===== src/include/tag_store_defines.svh =====
/* Tag store configuration
   Geometry of the tag array and read latency of its storage */

`ifndef TAG_STORE_DEFINES_SVH
`define TAG_STORE_DEFINES_SVH

// Associativity
// Also the width of every way indicator and lock vector
`define TS_WAYS 4

// Number of sets addressed by the request index
`define TS_SETS 16

// Width of the stored tag
`define TS_TAG_W 8

// Edges from read strobe to valid read data
// Timer and storage pipeline are both sized from this
`define TS_READ_LAT 2

`endif


===== src/design/tag_store_pkg.sv =====
/* Tag store types
   Widths, stored entry, request and response formats, controller states */

`include "tag_store_defines.svh"

package tag_store_pkg;

  // One bit per way
  typedef logic [`TS_WAYS-1:0] way_ind_t;

  // Binary way number
  typedef logic [$clog2(`TS_WAYS)-1:0] way_num_t;

  // Set index
  typedef logic [$clog2(`TS_SETS)-1:0] index_t;

  // Stored tag
  typedef logic [`TS_TAG_W-1:0] tag_t;

  // One entry as held by the storage
  typedef struct packed {
    logic valid;
    logic dirty;
    tag_t tag;
  } tag_entry_t;

  // Request kinds
  typedef enum logic {
    LOOKUP,
    FLUSH
  } tag_mode_e;

  typedef struct packed {
    tag_mode_e mode;
    way_ind_t  indicator;
    index_t    index;
    tag_t      tag;
    logic      dirty;
  } store_req_t;

  typedef struct packed {
    way_ind_t indicator;
    logic     hit;
    logic     evict;
    tag_t     evict_tag;
  } store_res_t;

  // Controller sequence
  typedef enum logic [1:0] {
    IDLE,
    READ,
    RESP,
    WRITE
  } ctrl_state_e;

endpackage


===== src/design/tag_compare_evict.sv =====
/* Hit detection and victim selection
   Compares the read entries with the request and keeps a round-robin
   pointer per set */

`timescale 1ns/1ps

`include "tag_store_defines.svh"

module tag_compare_evict (
  input  logic                                     clk_i,
  input  logic                                     rst_i,
  input  tag_store_pkg::store_req_t                req_q_i,
  input  tag_store_pkg::tag_entry_t [`TS_WAYS-1:0] entries_i,
  input  tag_store_pkg::way_ind_t                  lock_i,
  input  logic                                     miss_wr_i,
  output tag_store_pkg::store_res_t                result_o,
  output logic                                     hit_dirty_o
);

  import tag_store_pkg::*;

  way_ind_t   hit_vec;
  way_ind_t   eligible;
  way_ind_t   free_vec;
  way_num_t   hit_num;
  way_num_t   flush_num;
  way_num_t   victim_num;
  logic       victim_found;
  way_num_t   sel_num;
  tag_entry_t sel_entry;
  // Victim of the previous cycle for the pointer update
  way_num_t   victim_q;
  way_num_t   rr_q [`TS_SETS];

  // Lowest set bit as way number
  function automatic way_num_t first_set(input way_ind_t vec);
    way_num_t num;
    num = '0;
    for (int i = `TS_WAYS - 1; i >= 0; i--) begin
      if (vec[i]) begin
        num = way_num_t'(i);
      end
    end
    return num;
  endfunction

  always_comb begin
    for (int w = 0; w < `TS_WAYS; w++) begin
      hit_vec[w]  = req_q_i.indicator[w] && entries_i[w].valid &&
                    (entries_i[w].tag == req_q_i.tag);
      free_vec[w] = req_q_i.indicator[w] && !lock_i[w] && !entries_i[w].valid;
    end
  end

  assign eligible  = req_q_i.indicator & ~lock_i;
  assign hit_num   = first_set(hit_vec);
  assign flush_num = first_set(req_q_i.indicator);

  // Free way first, else first eligible way from the set pointer on
  always_comb begin
    way_num_t cand;
    cand         = '0;
    victim_num   = first_set(free_vec);
    victim_found = |free_vec;
    if (!victim_found) begin
      // Downward walk so the way nearest the pointer wins
      for (int i = `TS_WAYS - 1; i >= 0; i--) begin
        cand = way_num_t'((int'(rr_q[req_q_i.index]) + i) % `TS_WAYS);
        if (eligible[cand]) begin
          victim_num   = cand;
          victim_found = 1'b1;
        end
      end
    end
  end

  assign sel_num   = (req_q_i.mode == FLUSH) ? flush_num : victim_num;
  assign sel_entry = entries_i[sel_num];

  always_comb begin
    result_o    = '0;
    hit_dirty_o = 1'b0;
    if ((req_q_i.mode == LOOKUP) && (|hit_vec)) begin
      result_o.indicator = hit_vec;
      result_o.hit       = 1'b1;
      hit_dirty_o        = entries_i[hit_num].dirty;
    end else if ((req_q_i.mode == FLUSH) || victim_found) begin
      result_o.indicator = (req_q_i.mode == FLUSH) ? req_q_i.indicator :
                           (way_ind_t'(1) << victim_num);
      result_o.evict     = sel_entry.valid & sel_entry.dirty;
      // Invalid entries report a zero tag
      result_o.evict_tag = sel_entry.valid ? sel_entry.tag : '0;
    end
  end

  always_ff @(posedge clk_i) begin
    victim_q <= victim_num;
  end

  // Write strobe advances the pointer only for a lookup that missed
  always_ff @(posedge clk_i) begin
    if (rst_i) begin
      for (int s = 0; s < `TS_SETS; s++) begin
        rr_q[s] <= '0;
      end
    end else if (miss_wr_i && (req_q_i.mode == LOOKUP) && !(|hit_vec)) begin
      rr_q[req_q_i.index] <= (victim_q == way_num_t'(`TS_WAYS - 1)) ? '0 : victim_q + 1'b1;
    end
  end

endmodule


===== src/design/tag_read_timer.sv =====
/* Read latency timer
   Pulses once when the data of a tag read become valid */

`timescale 1ns/1ps

`include "tag_store_defines.svh"

module tag_read_timer (
  input  logic clk_i,
  input  logic rst_i,
  input  logic start_i,
  output logic done_o
);

  localparam int unsigned cnt_w = $clog2(`TS_READ_LAT + 1);

  typedef logic [cnt_w-1:0] cnt_t;

  // Edges still to wait
  cnt_t cnt_q;
  // A read is outstanding
  logic armed_q;

  always_ff @(posedge clk_i) begin
    if (rst_i) begin
      cnt_q   <= '0;
      armed_q <= 1'b0;
    end else if (start_i) begin
      // The edge that samples start already counts as the first
      cnt_q   <= cnt_t'(`TS_READ_LAT - 1);
      armed_q <= 1'b1;
    end else if (armed_q) begin
      if (cnt_q == '0) begin
        armed_q <= 1'b0;
      end else begin
        cnt_q <= cnt_q - 1'b1;
      end
    end
  end

  assign done_o = armed_q && (cnt_q == '0);

endmodule


===== src/design/tag_store_fsm.sv =====
/* Tag store controller
   Takes one request at a time, waits for read data, presents the response
   and issues the write back */

`timescale 1ns/1ps

module tag_store_fsm (
  input  logic                      clk_i,
  input  logic                      rst_i,
  input  tag_store_pkg::store_req_t req_i,
  input  logic                      valid_i,
  output logic                      ready_o,
  output tag_store_pkg::store_res_t res_o,
  output logic                      valid_o,
  input  logic                      ready_i,
  output tag_store_pkg::store_req_t req_q_o,
  output logic                      rd_o,
  input  logic                      rd_done_i,
  input  tag_store_pkg::store_res_t result_i,
  input  logic                      hit_dirty_i,
  output logic                      wr_o,
  output tag_store_pkg::way_ind_t   wr_mask_o,
  output tag_store_pkg::tag_entry_t wr_entry_o
);

  import tag_store_pkg::*;

  ctrl_state_e state_q;
  ctrl_state_e state_d;
  // Accepted request
  store_req_t  req_q;
  // Response held while valid_o is high
  store_res_t  res_q;
  // Dirty bit of the hit way at capture time
  logic        hit_dirty_q;
  // Read strobe is a pulse in the first READ cycle
  logic        rd_q;
  logic        accept;

  assign accept = (state_q == IDLE) && valid_i;

  // Next state
  always_comb begin
    state_d = state_q;
    unique case (state_q)
      IDLE: begin
        if (valid_i) begin
          state_d = READ;
        end
      end
      READ: begin
        // Timer marks the cycle where read data are valid
        if (rd_done_i) begin
          state_d = RESP;
        end
      end
      RESP: begin
        if (ready_i) begin
          state_d = WRITE;
        end
      end
      WRITE: begin
        state_d = IDLE;
      end
      default: begin
        state_d = IDLE;
      end
    endcase
  end

  always_ff @(posedge clk_i) begin
    if (rst_i) begin
      state_q <= IDLE;
      rd_q    <= 1'b0;
    end else begin
      state_q <= state_d;
      rd_q    <= accept;
    end
  end

  // Request payload
  always_ff @(posedge clk_i) begin
    if (accept) begin
      req_q <= req_i;
    end
  end

  // Comparison result frozen on entry to RESP
  always_ff @(posedge clk_i) begin
    if ((state_q == READ) && rd_done_i) begin
      res_q       <= result_i;
      hit_dirty_q <= hit_dirty_i;
    end
  end

  assign ready_o = (state_q == IDLE);
  assign valid_o = (state_q == RESP);
  assign res_o   = res_q;
  assign req_q_o = req_q;
  assign rd_o    = rd_q;

  // Write back decision
  always_comb begin
    wr_o       = 1'b0;
    wr_mask_o  = res_q.indicator;
    wr_entry_o = '0;
    if (state_q == WRITE) begin
      if (req_q.mode == FLUSH) begin
        // Flushed entry is cleared
        wr_o = 1'b1;
      end else if (res_q.hit) begin
        // Only a clean hit with a dirty request needs an update
        if (req_q.dirty && !hit_dirty_q) begin
          wr_o       = 1'b1;
          wr_entry_o = tag_entry_t'{valid: 1'b1, dirty: 1'b1, tag: req_q.tag};
        end
      end else if (|res_q.indicator) begin
        // Miss refill of the victim way
        wr_o       = 1'b1;
        wr_entry_o = tag_entry_t'{valid: 1'b1, dirty: req_q.dirty, tag: req_q.tag};
      end
    end
  end

endmodule


===== src/design/tag_store_top.sv =====
/* Tag store for a set-associative last-level cache
   Lookup and flush requests over valid/ready handshakes on both sides */

`timescale 1ns/1ps

`include "tag_store_defines.svh"

module tag_store_top (
  input  logic                      clk_i,
  input  logic                      rst_i,
  input  tag_store_pkg::store_req_t req_i,
  input  logic                      valid_i,
  output logic                      ready_o,
  input  tag_store_pkg::way_ind_t   lock_i,
  output tag_store_pkg::store_res_t res_o,
  output logic                      valid_o,
  input  logic                      ready_i
);

  import tag_store_pkg::*;

  // Registered request shared by storage and comparison
  store_req_t                req_q;
  logic                      rd;
  logic                      rd_done;
  logic                      wr;
  way_ind_t                  wr_mask;
  tag_entry_t                wr_entry;
  // Entries of all ways of the addressed set
  tag_entry_t [`TS_WAYS-1:0] entries;
  store_res_t                result;
  logic                      hit_dirty;

  tag_store_fsm tag_store_fsm_inst (
    .clk_i       (clk_i),
    .rst_i       (rst_i),
    .req_i       (req_i),
    .valid_i     (valid_i),
    .ready_o     (ready_o),
    .res_o       (res_o),
    .valid_o     (valid_o),
    .ready_i     (ready_i),
    .req_q_o     (req_q),
    .rd_o        (rd),
    .rd_done_i   (rd_done),
    .result_i    (result),
    .hit_dirty_i (hit_dirty),
    .wr_o        (wr),
    .wr_mask_o   (wr_mask),
    .wr_entry_o  (wr_entry)
  );

  // Started by the same strobe as the storage read
  tag_read_timer tag_read_timer_inst (
    .clk_i   (clk_i),
    .rst_i   (rst_i),
    .start_i (rd),
    .done_o  (rd_done)
  );

  tag_way_array tag_way_array_inst (
    .clk_i      (clk_i),
    .rst_i      (rst_i),
    .rd_i       (rd),
    .wr_i       (wr),
    .index_i    (req_q.index),
    .wr_mask_i  (wr_mask),
    .wr_entry_i (wr_entry),
    .entries_o  (entries)
  );

  tag_compare_evict tag_compare_evict_inst (
    .clk_i       (clk_i),
    .rst_i       (rst_i),
    .req_q_i     (req_q),
    .entries_i   (entries),
    .lock_i      (lock_i),
    .miss_wr_i   (wr),
    .result_o    (result),
    .hit_dirty_o (hit_dirty)
  );

endmodule


===== src/design/tag_way_array.sv =====
/* Tag storage
   Valid, dirty and tag of every way in every set with a fixed read latency */

`timescale 1ns/1ps

`include "tag_store_defines.svh"

module tag_way_array (
  input  logic                                     clk_i,
  input  logic                                     rst_i,
  input  logic                                     rd_i,
  input  logic                                     wr_i,
  input  tag_store_pkg::index_t                    index_i,
  input  tag_store_pkg::way_ind_t                  wr_mask_i,
  input  tag_store_pkg::tag_entry_t                wr_entry_i,
  output tag_store_pkg::tag_entry_t [`TS_WAYS-1:0] entries_o
);

  import tag_store_pkg::*;

  // Valid bits per set
  way_ind_t valid_q [`TS_SETS];
  // Dirty bits per set
  way_ind_t dirty_mem [`TS_SETS];
  tag_t     tag_mem [`TS_SETS][`TS_WAYS];

  // Read data pipeline
  // Stage 0 is the array output
  tag_entry_t [`TS_WAYS-1:0] rd_pipe_q [`TS_READ_LAT];

  // Valid bits start cleared
  always_ff @(posedge clk_i) begin
    if (rst_i) begin
      for (int s = 0; s < `TS_SETS; s++) begin
        valid_q[s] <= '0;
      end
    end else if (wr_i) begin
      for (int w = 0; w < `TS_WAYS; w++) begin
        if (wr_mask_i[w]) begin
          valid_q[index_i][w] <= wr_entry_i.valid;
        end
      end
    end
  end

  // Dirty and tag storage
  always_ff @(posedge clk_i) begin
    if (wr_i) begin
      for (int w = 0; w < `TS_WAYS; w++) begin
        if (wr_mask_i[w]) begin
          dirty_mem[index_i][w] <= wr_entry_i.dirty;
          tag_mem[index_i][w]   <= wr_entry_i.tag;
        end
      end
    end
  end

  // Stage 0 loads on a read and holds
  // Later stages follow every edge so the output holds too
  always_ff @(posedge clk_i) begin
    if (rd_i) begin
      for (int w = 0; w < `TS_WAYS; w++) begin
        rd_pipe_q[0][w] <= tag_entry_t'{
          valid: valid_q[index_i][w],
          dirty: dirty_mem[index_i][w],
          tag:   tag_mem[index_i][w]
        };
      end
    end
    for (int k = 1; k < `TS_READ_LAT; k++) begin
      rd_pipe_q[k] <= rd_pipe_q[k-1];
    end
  end

  assign entries_o = rd_pipe_q[`TS_READ_LAT-1];

endmodule


===== config.mk =====
export PLATFORM = sky130hd
export DESIGN_NAME = tag_store_top
export DESIGN_NICKNAME = d
export VERILOG_FILES = /design/src/design/tag_store_pkg.sv /design/src/design/tag_compare_evict.sv /design/src/design/tag_read_timer.sv /design/src/design/tag_store_fsm.sv /design/src/design/tag_store_top.sv /design/src/design/tag_way_array.sv
export VERILOG_INCLUDE_DIRS = /design/src /design/src/include
export SDC_FILE = /design/constraint.sdc
export NUM_CORES = 1
export LEC_CHECK = 0
export ABC_AREA = 1
export BUFFER_PORTS_ARGS = -buffer_cell sky130_fd_sc_hd__buf_4
export CAP_MARGIN = 5
export CORE_AREA = 2 2 259 261
export DETAILED_ROUTE_END_ITERATION = 16
export DIE_AREA = 0 0 261 263
export GPL_ROUTABILITY_DRIVEN = 0
export PLACE_DENSITY = 0.75
export SKIP_LAST_GASP = 1
export SYNTH_ARGS = -nofsm -noshare
export SYNTH_HDL_FRONTEND = slang
export SYNTH_SLANG_ARGS = --single-unit

===== constraint.sdc =====
create_clock -name clk_i -period 4.9 [get_ports clk_i]
set_clock_uncertainty 0.1 [all_clocks]
set_input_delay 0.245 -clock clk_i [delete_from_list [all_inputs] [get_ports clk_i]]
set_output_delay 0.245 -clock clk_i [all_outputs]
set_load 0.05 [all_outputs]

# --- Word level (Yosys, flattened, before mapping) ---
# Memories as Yosys holds them, arrays and structs flattened. A register that Yosys moved wholly into a read port is not among the register bits.
# Index checks and enable logic that the tools add are counted.
# W data, S select, Z words.
classes:
  n_addsub: 5
  shift: 1
  magnitude_cmp: 6
  reduce_logical: 48
  n_bitwise: 7
  muxes: 97
  n_eq_ne: 12
op_table:
  columns: ["cell", "count"]
  rows:
  - ["$mux W10", 6]
  - ["$mux W1", 49]
  - ["$mux W2", 23]
  - ["$mux W4", 11]
  - ["$bmux W10 S2", 2]
  - ["$eq A8 B8 Y1", 4]
  - ["$logic_and A1 B1 Y1", 23]
  - ["$lt A2 B3 Y1 const B", 6]
  - ["$reduce_or A4 Y1", 4]
  - ["$logic_not A1 Y1", 10]
  - ["$mux W9", 1]
  - ["$bmux W1 S2", 4]
  - ["$pmux W2 S4", 1]
  - ["$eq A2 B2 Y1 const B", 3]
  - ["$reduce_or A2 Y1", 3]
  - ["$add A2 B1 Y2 const B", 2]
  - ["$add A2 B2 Y2 const B", 2]
  - ["$and A4 B4 Y4", 1]
  - ["$logic_not A2 Y1", 2]
  - ["$ne A2 B1 Y1 const B", 2]
  - ["$ne A2 B2 Y1 const B", 2]
  - ["$not A1 Y1", 4]
  - ["$not A4 Y4", 1]
  - ["$reduce_and A2 Y1", 2]
  - ["other kinds (8)", 8]
word_totals:
  word_cells: 197
  memories: 5
  ramBits: 752
  ff_bits: 41
  output_inout_bits: 16
  inputBits: 26
mem_list:
  columns: ["name", "depth", "width", "read_ports", "rd_clocked_by_memory_dff", "write_ports", "line_no", "rtl"]
  rows:
  - ["tag_way_array_inst.tag_mem", 16, 32, 1, 1, 1, "tag_way_array.sv:25", "tag_t tag_mem [`TS_SETS][`TS_WAYS];"]
  - ["tag_way_array_inst.rd_pipe_q", 2, 40, 2, 0, 2, "tag_way_array.sv:29", "tag_entry_t [`TS_WAYS-1:0] rd_pipe_q [`TS_READ_LAT];"]
  - ["tag_way_array_inst.dirty_mem", 16, 4, 1, 1, 1, "tag_way_array.sv:24", "way_ind_t dirty_mem [`TS_SETS];"]
  - ["tag_way_array_inst.valid_q", 16, 4, 1, 1, 16, "tag_way_array.sv:22", "way_ind_t valid_q [`TS_SETS];"]
  - ["tag_compare_evict_inst.rr_q", 16, 2, 1, 1, 16, "tag_compare_evict.sv:33", "way_num_t rr_q [`TS_SETS];"]

# --- Depth between registers and ports, before layout ---
# Gate-level depths: netlist of run 1.
depth:
  depth_word: 17
  mapped_depth: 28
  depth_no_buf: 26

# --- By module ---
# From an unflattened synthesis of run 1, not the netlist that was laid out.
hier_totals:
  hier_cells: 3620
  area_unflattened_um2: 35072.4
modules_own_cells:
  columns: ["module", "seq_area_each_um2", "instances", "area_each_um2", "cells_per_inst"]
  rows:
  - ["tag_way_array", 21220.4, 1, 30207.7, 2959]
  - ["tag_compare_evict", 1001.0, 1, 3326.9, 539]
  - ["tag_store_fsm", 1051.0, 1, 1372.6, 98]
  - ["tag_read_timer", 60.1, 1, 165.2, 24]

# --- Worst setup path before layout of run 1 ---
# Ideal clock, no wire load.
synth_timing:
  path_kind: "register -> register"
  from: "register tag_store_fsm_inst.res_q (netlist bit tag_store_fsm_inst.res_o[9])"
  to: "memory tag_way_array_inst.dirty_mem[0][0] (netlist name) (data pin)"
  setup_slack_ps: 739
  required_time_ps: 4252
  path_buffers: 1
  t_arrival_ps: 3512
  synth_period_minus_slack_ps: 4161
  path_stages_with_launch: 6
  setup_ps: 548
  path_cell_list: "edfxtp_1 > inv_1 > o311ai_0 > nand3_1 > clkbuf_1 > a21oi_1"
synth_rtl:
  columns: ["element", "line_no", "rtl"]
  rows:
  - ["start: declaration", "tag_store_fsm.sv:33", "store_res_t res_q;"]
  - ["start signal: assignment", "tag_store_fsm.sv:91", "res_q <= result_i;"]
  - ["end: declaration", "tag_way_array.sv:24", null]

==> results.md, run 1 <==
- After detailed routing, the average wire length per cell comes to 23.3 um.
- Buffers inserted during clock tree synthesis total just under 80.
- After detailed routing, the number of remaining DRC violations is 0.
- After synthesis the netlist holds a flip-flop and latch count of 797.
- The die area is between 60,000 and 70,000 sq um.
- The number of library cell types mapped by synthesis is 40.
- The required time at the endpoint of the critical path is a little over 5000 ps.
- The max-slew violation count came to 0.
- The root buffer cell is sky130_fd_sc_hd__clkbuf_16.
- The filler cells instantiated in the layout total roughly 5,200.
- The worst hold path depth is 4.
- The clock reaches the later pin of the worst-skew pair after roughly 640 ps.
- The endpoint of the worst hold path is tag_store_fsm_inst.state_q[1].
- The detail-routed via count per cell is slightly above 6.
- The multi-input combinational cells in the finished layout cover a total of roughly 8000 sq um.
- The static leakage power is ~12 nW.
- Of the total power, the share spent switching nets is between 30% and 40%.
- The die is roughly 260 um tall.
- The worst setup slack after placement is between 1000 and 1500 ps.
- For this design, the CTS-stage hold fixing added 22 buffers.
- The type of the setup path with the least slack is reg2reg.
- Counting along the longest clock path gives a buffer depth of 3.
- Compared with the post-synthesis result, the final layout area differs by 10.8%.
- Once the floorplan was initialized, standard cells occupied 49.8% of the core.
- The iteration-0 DRC count of the detailed router is ~3,400.
- The floorplan step set the die width to 261 um.
- The normalized max-slew margin is roughly a fifth.
- The global-route wire length before repair is roughly 130,000 um.
- For this run, the top clock speed supported by timing is about 250 MHz.
- Counting every net in the synthesized netlist gives 2,775.
- Adding up every negative setup slack in the final design gives 0 ps.
- Along the worst path, the maximum fanout reaches approximately 140.
- The number of antenna violations at the first check in global routing is 0.
- VDD sags by at most between 0.5 and 0.6 mV.
- The number of routed nets with antenna violations is 0.
- The total power of the final layout is approximately 19 mW.
- The total congestion overflow after global routing is 0.
- Synthesis produced approximately 2,700 cells.
- The total area inside the core boundary comes to 65,600 sq um.
- The total standard cell area after synthesis is 32,700 sq um.
- The class of the most critical hold timing path is in2reg.
- The count of placed standard cells including taps is roughly 3,500.
- The endpoint identified for the worst register-to-register timing path is tag_store_fsm_inst.res_o[6].
- Power spread over the standard cell area amounts to 513 nW/um^2.
- In this run the mean area of a mapped cell was between 10 and 15 sq um.
- Setup repair after global routing left no endpoint under its margin.
- The reg2reg setup slack is around 960 ps.
- The final layout contains 2,745 nets.
- STA classifies the critical path startpoint as a flip-flop.
- The startpoint identified for the worst hold timing path is valid_i.
- The transition at the pin with the smallest max-transition slack is roughly 1200 ps.
- For this design the total switching power over the nets is 6.32 mW.
- The post-DP HPWL is 48,700 um.
- During placement, the flow inserted port buffers numbering around 40.
- The wire length reported by the detailed router is about 85,000 um.
- The critical path endpoint category is a flip-flop.
- The antenna cell count is 0.
- The run finished with clean final reports.
- The relative contribution of combinational cells to total power is ~26%.
- The total setup buffers inserted after CTS is 0.
- Dividing the final minimum period by the clock period gives 80.4%.
- The number of detailed-route iterations in the first pass is 6.
- TritonCTS built the clock tree.
- The final setup slack of the worst path is roughly 960 ps.
- The internal cell power is between 10 and 15 mW.
- Entering global routing, the biggest net connects ~230 pins.
- The count of final hold-check violations is 0.
- CTS saw between 700 and 800 sinks.
- The clock-pin slew of the registers on the worst-case setup and hold paths is around 60 ps.
- The sequential cell area is between 20,000 and 25,000 sq um.
- Registers are responsible for approximately 44% of the overall power.
- The number of global-route vias before repair came to roughly 22,000.
- The number of resized instances in the post-cts repair step is 0.
- The minimum period implied by the final worst setup slack is 3940 ps.
- The number of violations of the max-capacitance limit is 0.
- Of the cells placed in the final design, the portion with a size suffix greater than 1 is around 8.1%.
- The post-place instance area is around 34,000 sq um.
- Across every metal layer, demand over resource in global routing totals 24.4%.
- With fillers left out, the area of the finished cells amounts to roughly 36,000 sq um.
- The share of total power in the clock network is 30.4%.
- The floorplan has 94 rows.
- The post-synthesis sequential area ratio is a little over 70%.
- The number of vias in the routed layout is roughly 23,000.
- The final cell count without fillers is 3,637.
- between 40 and 50 I/O pins were placed.
- In this run the number of H-tree levels came out at 3.
- The arrival time of the worst setup path is between 4000 and 5000 ps.
- The total number of yosys warnings is 0.
- The worst register-to-register path has a depth of 22.
- The final number of setup-violating endpoints is 0.
[power groups by stage]
| stage | Sequential, mW | Combinational [mW] | Clock (mW) |
|---|---|---|---|
| 2_1_floorplan | 8.10 | 3.28 | 0 |
| 3_3_place_gp | 8.27 | 4.44 | 0 |
| 3_5_place_dp | 8.28 | 4.60 | 0 |
| 4_1_cts | 8.14 | 4.65 | 5.68 |
| 5_1_grt | 8.17 | 5.18 | 5.94 |
| 6_report | 8.16 | 4.79 | 5.64 |
[flip-flops by register name, indices dropped and copies added, names as in the netlist, 4 cells and up, named ones only]
register / cells
tag_way_array_inst.rd_pipe_q: 80
tag_store_fsm_inst.wr_mask_o: 4
tag_store_fsm_inst.req_q_o: 18
tag_way_array_inst.valid_q: 64
tag_way_array_inst.dirty_mem: 64
tag_store_fsm_inst.res_o: 10
tag_way_array_inst.tag_mem: 512
tag_compare_evict_inst.rr_q: 32
[placed cells by master (no fill, tap or decap), types with 53 or more instances in the layout]
cell and n:
sky130_fd_sc_hd__o221ai_1 110, sky130_fd_sc_hd__edfxtp_1 745, sky130_fd_sc_hd__nand3_1 112, sky130_fd_sc_hd__clkbuf_16 80, sky130_fd_sc_hd__inv_1 135, sky130_fd_sc_hd__nor3_1 74
sky130_fd_sc_hd__buf_4 70, sky130_fd_sc_hd__nand2_1 209, sky130_fd_sc_hd__o21ai_0 402, sky130_fd_sc_hd__nor2_1 491, sky130_fd_sc_hd__o22ai_1 53
[worst max-delay path, cell delays in order, from the launching register on]
cell	delay [ps]
sky130_fd_sc_hd__dfxtp_4	420
sky130_fd_sc_hd__inv_8	440
sky130_fd_sc_hd__nand2_1	130
sky130_fd_sc_hd__nand3_1	110
sky130_fd_sc_hd__nand3_1	70
sky130_fd_sc_hd__nand3_1	160
sky130_fd_sc_hd__nand2_2	130
sky130_fd_sc_hd__inv_2	120
sky130_fd_sc_hd__nand2_1	100
sky130_fd_sc_hd__nand3_1	130
sky130_fd_sc_hd__nand2_1	110
sky130_fd_sc_hd__inv_2	70
sky130_fd_sc_hd__nand2_1	70
sky130_fd_sc_hd__nand2_1	60
sky130_fd_sc_hd__nand3_1	60
sky130_fd_sc_hd__nand3_1	110
sky130_fd_sc_hd__nand2_2	80
sky130_fd_sc_hd__nand2_2	310
sky130_fd_sc_hd__nand2_2	320
sky130_fd_sc_hd__nand2_1	180
sky130_fd_sc_hd__nand3_2	90
sky130_fd_sc_hd__nand3_4	190
sky130_fd_sc_hd__nor2_2	50
[how the worst max path moves through the flow]
stage | end | slack (ps)
final | tag_store_fsm_inst.res_o[6] | 960
after global routing | tag_store_fsm_inst.res_o[6] | 530
after CTS | tag_store_fsm_inst.res_o[6] | 1020
after detailed placement | tag_store_fsm_inst.res_o[6] | 1040
after global placement | tag_store_fsm_inst.res_o[3] | 1250
after floorplan | tag_way_array_inst.dirty_mem[0][0] | 740
[synthesized netlist by cell type (all sizes together)]
cell type | count | area share [%]
edfxtp | 745 | 68
nor2 | 508 | 5.9
o21ai | 403 | 6.2
nand2 | 217 | 2.6
clkbuf | 183 | 2.1
inv | 145 | 1.7
nand3 | 116 | 1.8
o221ai | 110 | 2.9
nor3 | 74 | 1.1
o22ai | 53 | 1.0
dfxtp | 52 | 3.2
o211ai | 52 | 1.2
buf | 21 | 0.36
a21oi | 9 | 0.14
nor4 | 8 | 0.15
nand4 | 7 | 0.13
xor2 | 7 | 0.19
ha | 6 | 0.23
xnor2 | 4 | 0.11
a2111oi | 3 | 0.080
clkinv | 3 | 0.034
nand3b | 3 | 0.069
or2 | 3 | 0.057
nor3b | 2 | 0.046
o2111ai | 2 | 0.054
a21boi | 1 | 0.023
a31oi | 1 | 0.019
and3 | 1 | 0.019
o311ai | 1 | 0.027
o31ai | 1 | 0.023
o41ai | 1 | 0.027
or3 | 1 | 0.019
[layout make-up]
cell class | instances | area share, %
Clock buffer | 104 | 5.78
Clock inverter | 35 | 0.736
Inverter | 148 | 1.56
Multi-Input combinational cell | 1594 | 22.0
Sequential cell | 797 | 64.7
Tap cell | 864 | 2.99
Timing Repair Buffer | 95 | 2.20
[layer usage]
metal  track usage (%)  routed length, um  up-vias
li1                  -                  -     9882
met1              33.0              31700    10900
met2              38.3              40000     1537
met3              5.13               9820      211
met4              10.4               3070        0
met5                 0                  0        -
[logic make-up after synthesis]
group                      share of synthesized area, %
xor gates and xnor gates                          0.295
AOI/OAI and AO/OA                                  11.7
buffers and inverters                              4.16
adders and majority gates                         0.230
and+or+nand+nor                                    11.9
DFF                                                71.7
[metrics by stage]
step                      utilization (%)  hold slack (ps)
after floorplan                         -              214
after global placement               51.2              226
after detailed placement             51.2              227
after CTS                            55.2             41.6
after global routing                 55.2             79.6
final                                55.2             52.5
Note: power is estimated with default switching activity, not from simulation.
==> inputs of run 2 (changes only) <==
==> constraint.sdc (replaced) <==
create_clock -name clk_i -period 4.1 [get_ports clk_i]
set_clock_uncertainty 0.1 [all_clocks]
set_input_delay 0.205 -clock clk_i [delete_from_list [all_inputs] [get_ports clk_i]]
set_output_delay 0.205 -clock clk_i [all_outputs]
set_load 0.05 [all_outputs]
==> results.md, run 2 (synthesis gave the netlist of run 1 again) <==
- The sequential cell area is roughly 23,000 sq um.
- The required time at the endpoint of the critical path is 4370 ps.
- STA classifies the critical path startpoint as a flip-flop.
- The number of fill cells is ~5,100.
- The number of nets in the layout is 2,755.
- The global routing stage identified its most utilized layer as met2.
- At the worst endpoint, the arrival time is roughly 4100 ps.
- The final number of setup-violating endpoints is 0.
- Summed over all layers, the routed wires come to 81,600 um.
- The number of routed nets with antenna violations is 0.
- The global-route total usage across every layer is about a quarter.
- Timing would allow up to 262 MHz.
- The destination of the critical timing path is tag_store_fsm_inst.res_o[0].
- The iteration-0 DRC count of the detailed router is approximately 3,300.
- For this run the aggregate overflow at the end of global routing stands at 0.
- The cell type with the highest occurrence count on the critical path is sky130_fd_sc_hd__nand2_1.
- The global-route wire length before repair is roughly 120,000 um.
- The area occupied by multi-input gates is 7980 sq um.
- The die area is 68,600 sq um.
- The number of detailed-route iterations in the first pass is 9.
- The minimum period implied by the final worst setup slack is between 3000 and 4000 ps.
- The critical hold path startpoint is lock_i[1].
- The register with the highest flop count is tag_way_array_inst.tag_mem.
- TritonCTS built the clock tree.
- The number of global-route vias before repair is ~22,000.
- In the layout the commonest cells are 745 x sky130_fd_sc_hd__edfxtp_1, 491 x sky130_fd_sc_hd__nor2_1, 402 x sky130_fd_sc_hd__o21ai_0.
- The critical path endpoint category is a flip-flop.
- The worst pin sits at a relative slew slack of 21.9%.
- Dividing the final minimum period by the clock period gives ~93%.
- The core region area is about 66,000 sq um.
- The number of antenna violations at the first check in global routing was 0.
- The transition at the pin with the smallest max-transition slack is 1170 ps.
- Adding up every negative setup slack in the final design gives 0 ps.
- Global routing used 4.79% of the available met3 tracks.
- The run finished with clean final reports.
- The maximum number of pins on one net before global-route repair is 199.
- Counting buffers and inverters, the worst setup path is 25 cells deep.
- CTS saw around 800 sinks.
- The mean routed wirelength per cell is 22.4 um.
- The register with the most flip-flops in the layout has 512 of them.
- The post-DP HPWL is 46,800 um.
- The die boundary width is roughly 260 um.
- Setup repair after global routing left no endpoint under its margin.
- Clock-pin slew was measured on the worst setup and hold paths at roughly 60 ps.
- The count of standard-cell rows is 94.
- Internal power comes to 15.2 mW.
- Summed over all cells, the static leakage comes to 12.0 nW.
- The cell family contributing the most delay on the critical path is simple AND/OR/NAND/NOR gates.
- In the final layout, the share of cells above drive strength 1 is 8.87%.
- The number of violations of the max-capacitance limit is 0.
- Clock tree synthesis inserted a total of 77 buffers.
- The worst hold path was traced through 9 stages.
- Combinational logic burns roughly 25% of the power.
- The worst setup slack after placement is approximately 350 ps.
- Dividing the detail-routed via count by the number of cells gives 6.20.
- Across all setup checks in the final design, the least slack found is 288 ps.
- The endpoint identified for the worst register-to-register timing path is tag_store_fsm_inst.res_o[0].
- The commonest non-fill, non-tap cell in the layout is sky130_fd_sc_hd__edfxtp_1.
- The height of the die is about 260 um.
- The starting density of the core is 49.8%.
- The largest registers in the layout are tag_way_array_inst.tag_mem (512), tag_way_array_inst.rd_pipe_q (80).
- For this design, the slowest cell found on the critical path is sky130_fd_sc_hd__dfxtp_4.
- The insertion delay to the later sink of the worst-skew pair is around 620 ps.
- The number of top-level design ports is 42.
- The count of buffers added on input and output ports is slightly above 40.
- Summed over all nets, the switching power comes to 7.46 mW.
- The root buffer cell is sky130_fd_sc_hd__clkbuf_16.
- The routed layout has 22,600 vias.
- The share of total power dissipated in sequential elements is between 40% and 50%.
- The fraction of power spent switching nets is 32.9%.
- The path class of the tightest hold or removal check is in2reg.
- The area added between synthesis and finish is 11.9%.
- The remaining routing DRC violations is 0.
- Dividing total power by cell area gives a power density of 620 nW/um^2.
- Together, buffers and inverters on the worst path number 4.
- The maximum buffer depth of the clock tree is 3.
- The number of gates resized after CTS was 0.
- The share of total power in the clock network is 32.0%.
- The number of H-tree branching levels is 3.
- The worst vdd rail ir drop is ~0.44 mV.
- The worst-path maximum fanout is 39.
- Global routing consumed, on the met1 layer, a little under a third of the routing resources.
- The global-route met2 utilization is between 30% and 40%.
- The depth of the worst register-to-register path is 25.
- The number of antenna diodes in the final layout is 0.
- For this run, the slowest stage of the critical path takes 570 ps.
- The max-slew violation count is 0.
- The type of the setup path with the least slack is reg2reg.
- The worst register-to-register path has a setup slack of around 290 ps.
- The count of final hold-check violations came to 0.
## run 2: power groups by stage
stage	clock network (mW)	registers (mW)	logic [mW]
after detailed placement	0	9.86	5.48
after floorplan	0	9.68	3.92
after CTS	7.30	9.69	5.53
after global routing	7.58	9.70	6.20
after global placement	0	9.85	5.24
final	7.26	9.69	5.71
## run 2: area by class of cell
class / count / share of cell area, %
clock buffer: 99 / 5.78
inverter: 148 / 1.55
sequential: 797 / 64.1
clock inverter: 41 / 1.31
multi-input combinational: 1594 / 21.8
tap: 864 / 2.96
timing repair buffer: 105 / 2.54
## run 2: per-stage QoR
step	hold slack [ps]	util, %	std cells	power, mW	instance area (sq um)
3_3_place_gp	226	51.4	3484	15.1	33700
3_5_place_dp	227	51.4	3484	15.3	33700
5_1_grt	216	55.7	3648	23.5	36600
4_1_cts	131	55.7	3647	22.5	36600
6_report	178	55.7	3648	22.7	36600
2_1_floorplan	174	-	2743	13.6	32700
## run 2: tightest hold or removal path, delay by kind of cell
| family | cells | cell delay (ps) |
|---|---|---|
| buffers and inverters | 3 | 230 |
| AND/OR/NAND/NOR | 6 | 440 |
## run 2: routing by layer
metal | wire length [um] | vias to the layer above
met5 | 0 | -
met4 | 3430 | 0
met3 | 9270 | 250
met2 | 37500 | 1508
met1 | 31400 | 11000
li1 | - | 9915
## run 2: worst min-delay path by stage
stage / endpoint
after floorplan: tag_read_timer_inst.cnt_q[0]
after global placement: tag_way_array_inst.rd_pipe_q[0][68]
after detailed placement: tag_way_array_inst.rd_pipe_q[0][42]
after CTS: tag_compare_evict_inst.victim_q[1]
after global routing: tag_store_fsm_inst.req_q_o[14]
final: tag_compare_evict_inst.victim_q[1]
## run 2: repair_timing
action,in CTS,in global routing
endpoints found under the setup margin,0,9
endpoints found under the hold margin,28,0
hold buffers,23,0
setup buffers,0,1
